<file path="src/logic/scopePkg.sv">
// Scope command definitions
`default_nettype none

package scopePkg;

	typedef logic [7:0] byteT; // one serial byte

	localparam int ramWidth = 12; // capture address width
	typedef logic [ramWidth-1:0] pointT; // trigger point inside capture ram

	localparam int chanCount = 4; // channels per board
	typedef logic [chanCount-1:0] chanMaskT; // one bit per channel

	localparam int maxArgs = 2; // longest argument list of any opcode

	typedef struct packed {
		byteT opcode; // command byte
		logic [1:0] argCount; // how many args below are valid
		byteT [maxArgs-1:0] args; // args[0] is the first byte after the opcode
	} cmdFrameT;

	// opcodes
	localparam byteT opRollOn = 8'd101;
	localparam byteT opRollOff = 8'd102;
	localparam byteT opTrigPoint = 8'd121;
	localparam byteT opThresh = 8'd127;
	localparam byteT opTrigType = 8'd128;
	localparam byteT opDelayRead = 8'd132; // tdc delay counter
	localparam byteT opCarryRead = 8'd133; // tdc carry counter
	localparam byteT opGainToggle = 8'd134;
	localparam byteT opOffsetSet = 8'd135;

	// chain id ranges, each idSpan wide
	localparam byteT idBase = 8'd0; // assign board id
	localparam byteT readBase = 8'd10; // read board out
	localparam byteT lastBase = 8'd20; // mark last board
	localparam byteT idSpan = 8'd10;

	localparam pointT trigPointMin = pointT'(4);
	localparam pointT trigPointMax = pointT'(2**ramWidth - 16); // keeps room after the trigger

	// power-up settings
	localparam byteT defaultId = 8'd200; // not yet in a chain
	localparam pointT defaultTrigPoint = pointT'(1024); // quarter of the buffer
	localparam byteT defaultThresh = 8'h80; // mid scale
	localparam logic [3:0] defaultTrigType = 4'b0001; // rising edge
	localparam byteT defaultOffset = 8'd58; // about 22.7 percent duty

	localparam int pwmPrescale = 2; // phase steps every pwmPrescale+1 clocks
	localparam int pwmPreWidth = $clog2(pwmPrescale + 1);

	// number of argument bytes that follow an opcode
	function automatic logic [1:0] argBytesFor(input byteT op);
		case (op)
			opTrigPoint, opOffsetSet: argBytesFor = 2'd2;
			opThresh, opTrigType, opGainToggle: argBytesFor = 2'd1;
			default: argBytesFor = 2'd0; // bare opcodes and unknown bytes
		endcase
	endfunction

endpackage

`default_nettype wire

</file>
<file path="src/logic/cmdFramer.sv">
// Command byte framer
`timescale 1ns/1ps
`default_nettype none

module cmdFramer (
	input wire clk,
	input wire arstN,
	input wire scopePkg::byteT rxData, // byte from the uart receiver
	input wire rxReady, // one cycle per received byte
	output scopePkg::cmdFrameT frame,
	output logic frameValid,
	input wire frameReady
);

	scopePkg::cmdFrameT pending; // frame being gathered
	scopePkg::cmdFrameT completed; // pending with the current byte merged in
	logic collecting; // opcode seen, still waiting for args
	logic [1:0] argIdx; // next argument slot
	logic [1:0] newCount; // arg count of an incoming opcode
	logic lastArg; // current arg byte completes the frame
	logic frameDone;

	assign newCount = scopePkg::argBytesFor(rxData);
	assign lastArg = (argIdx + 2'd1) == pending.argCount;
	assign frameDone = rxReady && (collecting ? lastArg : (newCount == 2'd0));

	always_comb begin
		completed = pending;
		if (!collecting) begin
			completed.opcode = rxData; // fresh opcode
			completed.argCount = newCount;
			completed.args = '0; // unused slots read as zero
		end else begin
			completed.args[argIdx[0]] = rxData;
		end
	end

	// payload, no reset needed
	always_ff @(posedge clk) begin
		if (rxReady) begin
			pending <= completed;
		end
		if (frameDone) begin
			frame <= completed; // offered the cycle after the last byte
		end
	end

	always_ff @(posedge clk or negedge arstN) begin
		if (!arstN) begin
			collecting <= 1'b0;
			argIdx <= 2'd0;
			frameValid <= 1'b0;
		end else begin
			if (frameValid && frameReady) begin
				frameValid <= 1'b0; // taken downstream
			end
			if (frameDone) begin
				frameValid <= 1'b1;
			end
			if (rxReady) begin
				if (collecting) begin
					argIdx <= argIdx + 2'd1;
					if (lastArg) begin
						collecting <= 1'b0; // back to opcode hunting
					end
				end else begin
					argIdx <= 2'd0;
					collecting <= (newCount != 2'd0); // opcode with args
				end
			end
		end
	end

endmodule

`default_nettype wire

</file>
<file path="src/logic/pipeStage.sv">
// One-entry valid/ready stage
`timescale 1ns/1ps
`default_nettype none

module pipeStage #(
	parameter type payloadT = logic [7:0]
) (
	input wire clk,
	input wire arstN,
	input wire payloadT inData,
	input wire inValid,
	output logic inReady,
	output payloadT outData,
	output logic outValid,
	input wire outReady
);

	// empty, or draining this cycle
	assign inReady = !outValid || outReady;

	always_ff @(posedge clk) begin
		if (inValid && inReady) begin
			outData <= inData; // payload, unreset
		end
	end

	always_ff @(posedge clk or negedge arstN) begin
		if (!arstN) begin
			outValid <= 1'b0;
		end else begin
			if (inValid && inReady) begin
				outValid <= 1'b1; // offered one cycle after accept
			end else if (outReady) begin
				outValid <= 1'b0; // taken, nothing new behind it
			end
		end
	end

endmodule

`default_nettype wire

</file>
<file path="src/logic/cmdExecutor.sv">
// Command executor and board settings
`timescale 1ns/1ps
`default_nettype none

module cmdExecutor (
	input wire clk,
	input wire arstN,
	input wire scopePkg::cmdFrameT frame,
	input wire frameValid,
	output logic frameReady,
	input wire scopePkg::byteT delayCounter, // tdc data for replies
	input wire scopePkg::byteT carryCounter,
	output scopePkg::byteT comData, // byte to the next board
	output logic newComData,
	output scopePkg::byteT replyData,
	output logic replyValid,
	input wire replyReady,
	output scopePkg::byteT myId,
	output logic imTheFirst,
	output logic imTheLast,
	output logic [1:0] masterClock, // 0 own master, 1 slave
	output logic serialPassthrough,
	output logic rollingTrigger,
	output scopePkg::pointT triggerPoint,
	output scopePkg::byteT trigThresh,
	output logic [3:0] triggerType,
	output scopePkg::chanMaskT gainSw,
	output scopePkg::byteT [scopePkg::chanCount-1:0] offsetDuty
);

	scopePkg::byteT op;
	scopePkg::byteT idOff, readOff, lastOff; // wrap below base, so one compare per range
	scopePkg::byteT [scopePkg::maxArgs-1:0] fwdArgs; // args still to forward
	logic [1:0] fwdPos, fwdCount; // forwarding progress
	logic fwdBusy, take;
	logic fwdEn, replyEn; // decode results for the current frame
	scopePkg::byteT fwdFirst, replyByte;
	logic ownsChan; // channel number belongs to this board
	logic [1:0] chanSel;
	logic [15:0] rawPoint;
	scopePkg::pointT clampPoint;

	assign op = frame.opcode;
	assign idOff = op - scopePkg::idBase;
	assign readOff = op - scopePkg::readBase;
	assign lastOff = op - scopePkg::lastBase;
	assign fwdBusy = fwdPos != fwdCount;
	assign take = frameValid && frameReady;
	assign frameReady = !fwdBusy && (!replyValid || replyReady); // stall on full reply
	assign imTheFirst = (myId == 8'd0);
	assign ownsChan = ({2'b00, frame.args[0][7:2]} == myId); // arg div 4
	assign chanSel = frame.args[0][1:0]; // arg mod 4
	assign rawPoint = {frame.args[0], frame.args[1]};

	always_comb begin
		if (rawPoint > 16'(scopePkg::trigPointMax)) begin
			clampPoint = scopePkg::trigPointMax;
		end else if (rawPoint < 16'(scopePkg::trigPointMin)) begin
			clampPoint = scopePkg::trigPointMin;
		end else begin
			clampPoint = rawPoint[scopePkg::ramWidth-1:0];
		end
	end

	// what goes down the chain and what gets answered
	always_comb begin
		fwdEn = 1'b0;
		fwdFirst = op;
		replyEn = 1'b0;
		replyByte = (op == scopePkg::opCarryRead) ? carryCounter : delayCounter;
		if (idOff < scopePkg::idSpan) begin
			fwdEn = 1'b1;
			fwdFirst = op + 8'd1; // next board gets the next id
		end else if (readOff < scopePkg::idSpan) begin
			fwdEn = (readOff != myId); // not us, pass it on
		end else if (lastOff < scopePkg::idSpan) begin
			fwdEn = 1'b1;
		end else begin
			case (op)
				scopePkg::opRollOn, scopePkg::opRollOff, scopePkg::opTrigPoint,
				scopePkg::opThresh, scopePkg::opTrigType, scopePkg::opGainToggle,
				scopePkg::opOffsetSet: fwdEn = 1'b1;
				scopePkg::opDelayRead, scopePkg::opCarryRead: begin
					fwdEn = serialPassthrough;
					replyEn = !serialPassthrough; // we are being read out
				end
				default: fwdEn = 1'b0; // unknown, dropped
			endcase
		end
	end

	// payload registers
	always_ff @(posedge clk) begin
		if (take) begin
			comData <= fwdFirst;
			fwdArgs <= frame.args;
			replyData <= replyByte;
		end else if (fwdBusy) begin
			comData <= fwdArgs[fwdPos[0]];
		end
	end

	always_ff @(posedge clk or negedge arstN) begin
		if (!arstN) begin
			newComData <= 1'b0;
			fwdPos <= 2'd0;
			fwdCount <= 2'd0;
			replyValid <= 1'b0;
			myId <= scopePkg::defaultId;
			imTheLast <= 1'b0;
			masterClock <= 2'b00;
			serialPassthrough <= 1'b0;
			rollingTrigger <= 1'b1;
			triggerPoint <= scopePkg::defaultTrigPoint;
			trigThresh <= scopePkg::defaultThresh;
			triggerType <= scopePkg::defaultTrigType;
			gainSw <= '0; // low gain on all channels
			offsetDuty <= {scopePkg::chanCount{scopePkg::defaultOffset}};
		end else begin
			newComData <= 1'b0;
			if (replyValid && replyReady) begin
				replyValid <= 1'b0;
			end
			if (fwdBusy) begin
				newComData <= 1'b1; // one argument per cycle
				fwdPos <= fwdPos + 2'd1;
			end
			if (take) begin
				newComData <= fwdEn; // opcode goes first
				fwdPos <= 2'd0;
				fwdCount <= fwdEn ? frame.argCount : 2'd0;
				if (replyEn) begin
					replyValid <= 1'b1;
				end
				if (idOff < scopePkg::idSpan) begin
					myId <= idOff;
					masterClock <= (idOff == 8'd0) ? 2'b00 : 2'b01;
				end else if (readOff < scopePkg::idSpan) begin
					serialPassthrough <= (readOff != myId);
				end else if (lastOff < scopePkg::idSpan) begin
					imTheLast <= (lastOff == myId);
				end else begin
					case (op)
						scopePkg::opRollOn: rollingTrigger <= 1'b1;
						scopePkg::opRollOff: rollingTrigger <= 1'b0;
						scopePkg::opTrigPoint: triggerPoint <= clampPoint;
						scopePkg::opThresh: trigThresh <= frame.args[0];
						scopePkg::opTrigType: triggerType <= frame.args[0][3:0];
						scopePkg::opGainToggle: if (ownsChan) gainSw[chanSel] <= !gainSw[chanSel];
						scopePkg::opOffsetSet: if (ownsChan) offsetDuty[chanSel] <= frame.args[1];
						default: ; // reads and unknown opcodes keep settings
					endcase
				end
			end
		end
	end

endmodule

`default_nettype wire

</file>
<file path="src/logic/replySerializer.sv">
// Reply byte serializer
`timescale 1ns/1ps
`default_nettype none

module replySerializer (
	input wire clk,
	input wire arstN,
	input wire scopePkg::byteT replyData,
	input wire replyValid,
	output logic replyReady,
	input wire txBusy, // uart transmitter still shifting
	output logic txStart,
	output scopePkg::byteT txData
);

	logic full; // holding a byte for the transmitter
	logic gap; // cycle right after a start

	assign replyReady = !full && !gap;
	assign txStart = full && !txBusy; // first free cycle

	always_ff @(posedge clk) begin
		if (replyValid && replyReady) begin
			txData <= replyData; // held until started
		end
	end

	always_ff @(posedge clk or negedge arstN) begin
		if (!arstN) begin
			full <= 1'b0;
			gap <= 1'b0;
		end else begin
			gap <= txStart; // lets busy rise before the next byte
			if (replyValid && replyReady) begin
				full <= 1'b1;
			end else if (txStart) begin
				full <= 1'b0; // released to the uart
			end
		end
	end

endmodule

`default_nettype wire

</file>
<file path="src/logic/offsetPwm.sv">
// Channel offset PWM
`timescale 1ns/1ps
`default_nettype none

module offsetPwm (
	input wire clk,
	input wire arstN,
	input wire scopePkg::byteT [scopePkg::chanCount-1:0] offsetDuty, // high time out of 256
	output scopePkg::chanMaskT offset
);

	logic [scopePkg::pwmPreWidth-1:0] preCount; // slows the phase down
	scopePkg::byteT phase; // free-running pwm phase

	always_ff @(posedge clk or negedge arstN) begin
		if (!arstN) begin
			preCount <= '0;
			phase <= '0;
		end else begin
			if (preCount == scopePkg::pwmPreWidth'(scopePkg::pwmPrescale)) begin
				preCount <= '0;
				phase <= phase + 8'd1; // wraps every 256 steps
			end else begin
				preCount <= preCount + 1'b1;
			end
		end
	end

	// comparators, rc filtered on the board
	for (genvar ch = 0; ch < scopePkg::chanCount; ch++) begin : gComp
		assign offset[ch] = offsetDuty[ch] > phase;
	end

endmodule

`default_nettype wire

</file>
<file path="src/logic/scopeController.sv">
// Scope command processor top
`timescale 1ns/1ps
`default_nettype none

module scopeController (
	input wire clk,
	input wire arstN,
	input wire scopePkg::byteT rxData,
	input wire rxReady,
	input wire txBusy,
	output logic txStart,
	output scopePkg::byteT txData,
	input wire scopePkg::byteT delayCounter,
	input wire scopePkg::byteT carryCounter,
	output scopePkg::byteT comData,
	output logic newComData,
	output scopePkg::byteT myId,
	output logic imTheFirst,
	output logic imTheLast,
	output logic [1:0] masterClock,
	output logic serialPassthrough,
	output logic rollingTrigger,
	output scopePkg::pointT triggerPoint,
	output scopePkg::byteT trigThresh,
	output logic [3:0] triggerType,
	output scopePkg::chanMaskT gainSw,
	output scopePkg::chanMaskT offset
);

	scopePkg::cmdFrameT rawFrame, stagedFrame; // framer side, executor side
	logic rawValid, rawReady, stagedValid, stagedReady;
	scopePkg::byteT execReply, stagedReply;
	logic execReplyValid, execReplyReady, stagedReplyValid, stagedReplyReady;
	scopePkg::byteT [scopePkg::chanCount-1:0] offsetDuty;

	cmdFramer framer (
		.clk(clk), .arstN(arstN), .rxData(rxData), .rxReady(rxReady),
		.frame(rawFrame), .frameValid(rawValid), .frameReady(rawReady)
	);

	pipeStage #(.payloadT(scopePkg::cmdFrameT)) frameStage (
		.clk(clk), .arstN(arstN),
		.inData(rawFrame), .inValid(rawValid), .inReady(rawReady),
		.outData(stagedFrame), .outValid(stagedValid), .outReady(stagedReady)
	);

	cmdExecutor executor (
		.clk(clk), .arstN(arstN),
		.frame(stagedFrame), .frameValid(stagedValid), .frameReady(stagedReady),
		.delayCounter(delayCounter), .carryCounter(carryCounter),
		.comData(comData), .newComData(newComData),
		.replyData(execReply), .replyValid(execReplyValid), .replyReady(execReplyReady),
		.myId(myId), .imTheFirst(imTheFirst), .imTheLast(imTheLast),
		.masterClock(masterClock), .serialPassthrough(serialPassthrough),
		.rollingTrigger(rollingTrigger), .triggerPoint(triggerPoint),
		.trigThresh(trigThresh), .triggerType(triggerType),
		.gainSw(gainSw), .offsetDuty(offsetDuty)
	);

	pipeStage #(.payloadT(scopePkg::byteT)) replyStage (
		.clk(clk), .arstN(arstN),
		.inData(execReply), .inValid(execReplyValid), .inReady(execReplyReady),
		.outData(stagedReply), .outValid(stagedReplyValid), .outReady(stagedReplyReady)
	);

	replySerializer serializer (
		.clk(clk), .arstN(arstN),
		.replyData(stagedReply), .replyValid(stagedReplyValid), .replyReady(stagedReplyReady),
		.txBusy(txBusy), .txStart(txStart), .txData(txData)
	);

	offsetPwm pwm (
		.clk(clk), .arstN(arstN), .offsetDuty(offsetDuty), .offset(offset)
	);

endmodule

`default_nettype wire

</file>
<file path="config.mk">
export PLATFORM = sky130hd
export DESIGN_NAME = scopeController
export DESIGN_NICKNAME = d
export VERILOG_FILES = /design/src/logic/scopePkg.sv /design/src/logic/cmdFramer.sv /design/src/logic/pipeStage.sv /design/src/logic/cmdExecutor.sv /design/src/logic/replySerializer.sv /design/src/logic/offsetPwm.sv /design/src/logic/scopeController.sv
export SDC_FILE = /design/constraint.sdc
export NUM_CORES = 1
export LEC_CHECK = 0
export ABC_AREA = 0
export ABC_CLOCK_PERIOD_IN_PS = 5800
export CAP_MARGIN = 5
export CORE_UTILIZATION = 45
export CTS_CLUSTER_SIZE = 25
export DETAILED_ROUTE_END_ITERATION = 10
export DONT_BUFFER_PORTS = 1
export PLACE_DENSITY_LB_ADDON = 0.1
export SLEW_MARGIN = 10
export SYNTH_ARGS = -nofsm -noshare
export SYNTH_HDL_FRONTEND = slang
export SYNTH_SLANG_ARGS = --single-unit
</file>
<file path="constraint.sdc">
create_clock -name clk -period 5.8 [get_ports clk]
set_input_delay 0.29 -clock clk [delete_from_list [all_inputs] [get_ports clk]]
set_output_delay 0.29 -clock clk [all_outputs]
set_load 0.02 [all_outputs]
</file>
==> impl_metrics.ini <==
[global_routing]
grt_pass1_vias = 5819
antenna_found_initial = 0
grt_usage = 0.1951
grt_pass1_wl_mm = 33.60
grt.overflow.total = 0
grt_max_degree = 97

[critical_path]
crit_path_end_kind = flip-flop
slowest_stage = inv_2
worstPathMaxFanout = 47
r2r_slack_ns = 2.40
critPathTopFamily = simple AND/OR/NAND/NOR gates
crit_cells = 6
crit_start = executor.fwdPos[0]
path_class = flip-flop to flip-flop
cp-endpoint = executor.offsetDuty[8]
rr_startpoint = executor.fwdPos[0]
crit_chain = xnor2_1 > nand4_1 > inv_2 > nand3_2 > nor3b_4 > mux2_2
start_kind = flip-flop
cp.arrival_ns = 3.79
rr_endpoint = executor.offsetDuty[8]
critPathBufInv = 1
cp_data_required_time_ns = 6.19
slowest_delay_ns = 0.72
r2r_cells = 6

[worst_hold_path]
hp-class = input port to flip-flop
min_path_cells = 1

[layout]
multiInputGateArea_sq_um = 3570
layout.cells.most_common = edfxtp_1
nFillCells = 1861
regArea_sq_um = 6215
antenna_cells = 0
layout_common_cells = 126 x edfxtp_1, 73 x dfrtp_1, 61 x mux2_2
final_layout_size_suffix_gt1_frac = 0.1789
syn_to_final_growth_pct = 12.92
postLayoutCoreUtil = 0.5172
stdcell_area_sq_um = 11250
nNetsFinal = 841

[yosys]
synthesis.area_sq_um = 9965
synth_cell_type_count = 56
syn_area_per_cell_sq_um = 13.45
async_flop_share = 0.4324
yosysWarnings = 0
syn_inst = 741
synth_fp_nets = 813
synth_flop_cell = edfxtp_1
synthTopCellsByArea = edfxtp_1 38%, dfrtp_1 18%, mux2_2 6.9%
yosys_register_bits = 222
synth_enable_flop_cells = 126
synth_top_area_cell = edfxtp_1
synth_top_area_frac = 0.3797
seq_area_frac_synth = 0.6237

[run_status]
outcome = finished, final reports clean

[sta]
tightest_slew_ns = 1.146
fin_crit_sh = 0.5861
setup-violations-final = 0
finalSetupTns_ns = 0
slew_headroom = 0.2343
skew_ns = 0.01382
whs_ns = 0.01926
min_period_ns = 3.399
drv_slew = 0
rsz0062_at_grt = no
max_freq_ghz = 0.2942
hold_viol_final = 0

[cts]
clock-root-buffer = clkbuf_16
clockBufferDepth = 3
htree_levels = 1
cts_tree = done
cts_buffers = 25
clk_latency_ns = 0.51
path_clk_slew_ns = 0.06
cts_sinks = 222

[die]
die_area_sq_um = 22740
start_util = 0.4580
fp-row-count = 54
die_y_um = 150.8
die_x_um = 150.8
coreArea_sq_um = 21760
num_io_pins = 92

[place]
dpl_cell_area_sq_um = 10250
post-dp-hpwl_mm = 14.79
port_buffers = 0
globalplace.congestion = 0.8149

[detailed_routing]
first_pass_iters = 4
drc = 0
post_drt_wl_per_cell_um = 20.24
vias = 5764
vias_per_cell = 5.397
drt_iter0_drc = 297
drt_wl_total_mm = 21.61
postRouteAntennaNets = 0

[power]
powerDensity_nw_per_um2 = 481.1
p_sw_w = 0.001880
leakagePower_nw = 4.457
combPwrFrac = 0.197
netSwitchingFraction = 0.3473
power_w = 0.005413
p_seq_frac = 0.536
clkPwrFrac = 0.268
internal_power_w = 0.003533
ir_worst_vdd_uv = 198.2

[job]
maxCapViolCount = 0
timing repair:
| item | CTS | global route |
|---|---|---|
| hold buffers | 21 | 0 |
| setup buffers | 0 | 0 |
| gates resized for setup | 0 | 0 |
| endpoints found under the hold margin | 140 | 0 |
area by class of cell:
type / count / area share
clock buffers: 33 / 0.06094
clock inverters: 13 / 0.006894
inverters: 23 / 0.007673
multi-input cells: 472 / 0.3172
flip-flops and latches: 222 / 0.5523
well taps: 280 / 0.03114
repair buffers: 25 / 0.02380
registers in the layout, indices dropped and copies added (netlist names), 12 cells and up:
name / cells
executor.fwdArgs: 16
executor.offsetDuty: 32
executor.triggerPoint: 12
frameStage.outData: 26
framer.frame: 26
framer.pending: 26
cell families (layout without fill, tap and decap cells):
family	after synthesis	count (layout)	share of synthesized area
AOI/OAI and AO/OA	88	88	0.05663
other	1	1	0.0003763
muxes	87	87	0.09543
and+or+nand+nor	208	208	0.1113
adders and majority gates	44	44	0.05525
DFF	222	222	0.6237
xor gates and xnor gates	44	44	0.03867
buffers and inverters	47	94	0.01871
how the worst min path moves through the flow:
stage	start	endpoint	slack (ns)
5_1_grt	rxData[2]	framer.pending[20]	0.01
4_1_cts	rxData[2]	framer.pending[20]	0.0006
3_3_place_gp	arstN	pwm.phase[3]	-0.003
2_1_floorplan	arstN	executor.fwdCount[0]	-0.006
6_report	carryCounter[5]	executor.replyData[5]	0.02
3_5_place_dp	arstN	pwm.phase[4]	-0.004
stage by stage:
step	cells	setup slack [ns]
global placement	1001	2.599
floorplan	741	3.236
detailed placement	1001	2.466
CTS	1068	2.455
finish	1068	2.401
global route	1068	2.151
routing by layer:
| metal | global-route usage | part of all wire |
|---|---|---|
| met1 | 0.2649 | 0.46 |
| met2 | 0.3170 | 0.47 |
| met3 | 0.04036 | 0.047 |
| met4 | 0.05300 | 0.018 |
| met5 | 0 | 0 |
power by group through the flow:
stage | logic, W | registers (W) | clock network (W)
2_1_floorplan | 0.000911 | 0.00262 | 0
3_3_place_gp | 0.00100 | 0.00293 | 0
3_5_place_dp | 0.00103 | 0.00294 | 0
4_1_cts | 0.00107 | 0.00291 | 0.00149
5_1_grt | 0.00118 | 0.00296 | 0.00155
6_report | 0.00106 | 0.00290 | 0.00145
cells in the mapped netlist, types with 2 or more instances:
cell,n
buf_2,2
a22o_1,2
dfstp_2,23
xnor2_1,33
nor2_1,41
o22ai_1,3
xor2_1,11
a21o_1,6
buf_1,2
o21a_1,7
clkbuf_1,18
edfxtp_1,126
nand2b_1,8
nor3b_4,2
nor3b_1,3
mux2i_1,23
buf_4,2
o41ai_1,3
mux2_1,3
and4_1,2
a211oi_1,2
a21oi_1,23
nand3_1,18
o211ai_1,3
nor3_4,2
nor2b_1,29
nor4_1,8
nand2_1,51
nand3b_1,4
and2_1,4
a31oi_1,2
and3_1,5
nor3_1,11
ha_1,44
nand4_1,10
o21ai_0,29
nand3_2,2
inv_1,22
dfrtp_1,73
mux2_2,61
or3_1,3
Power figures use the tool's default switching activity.
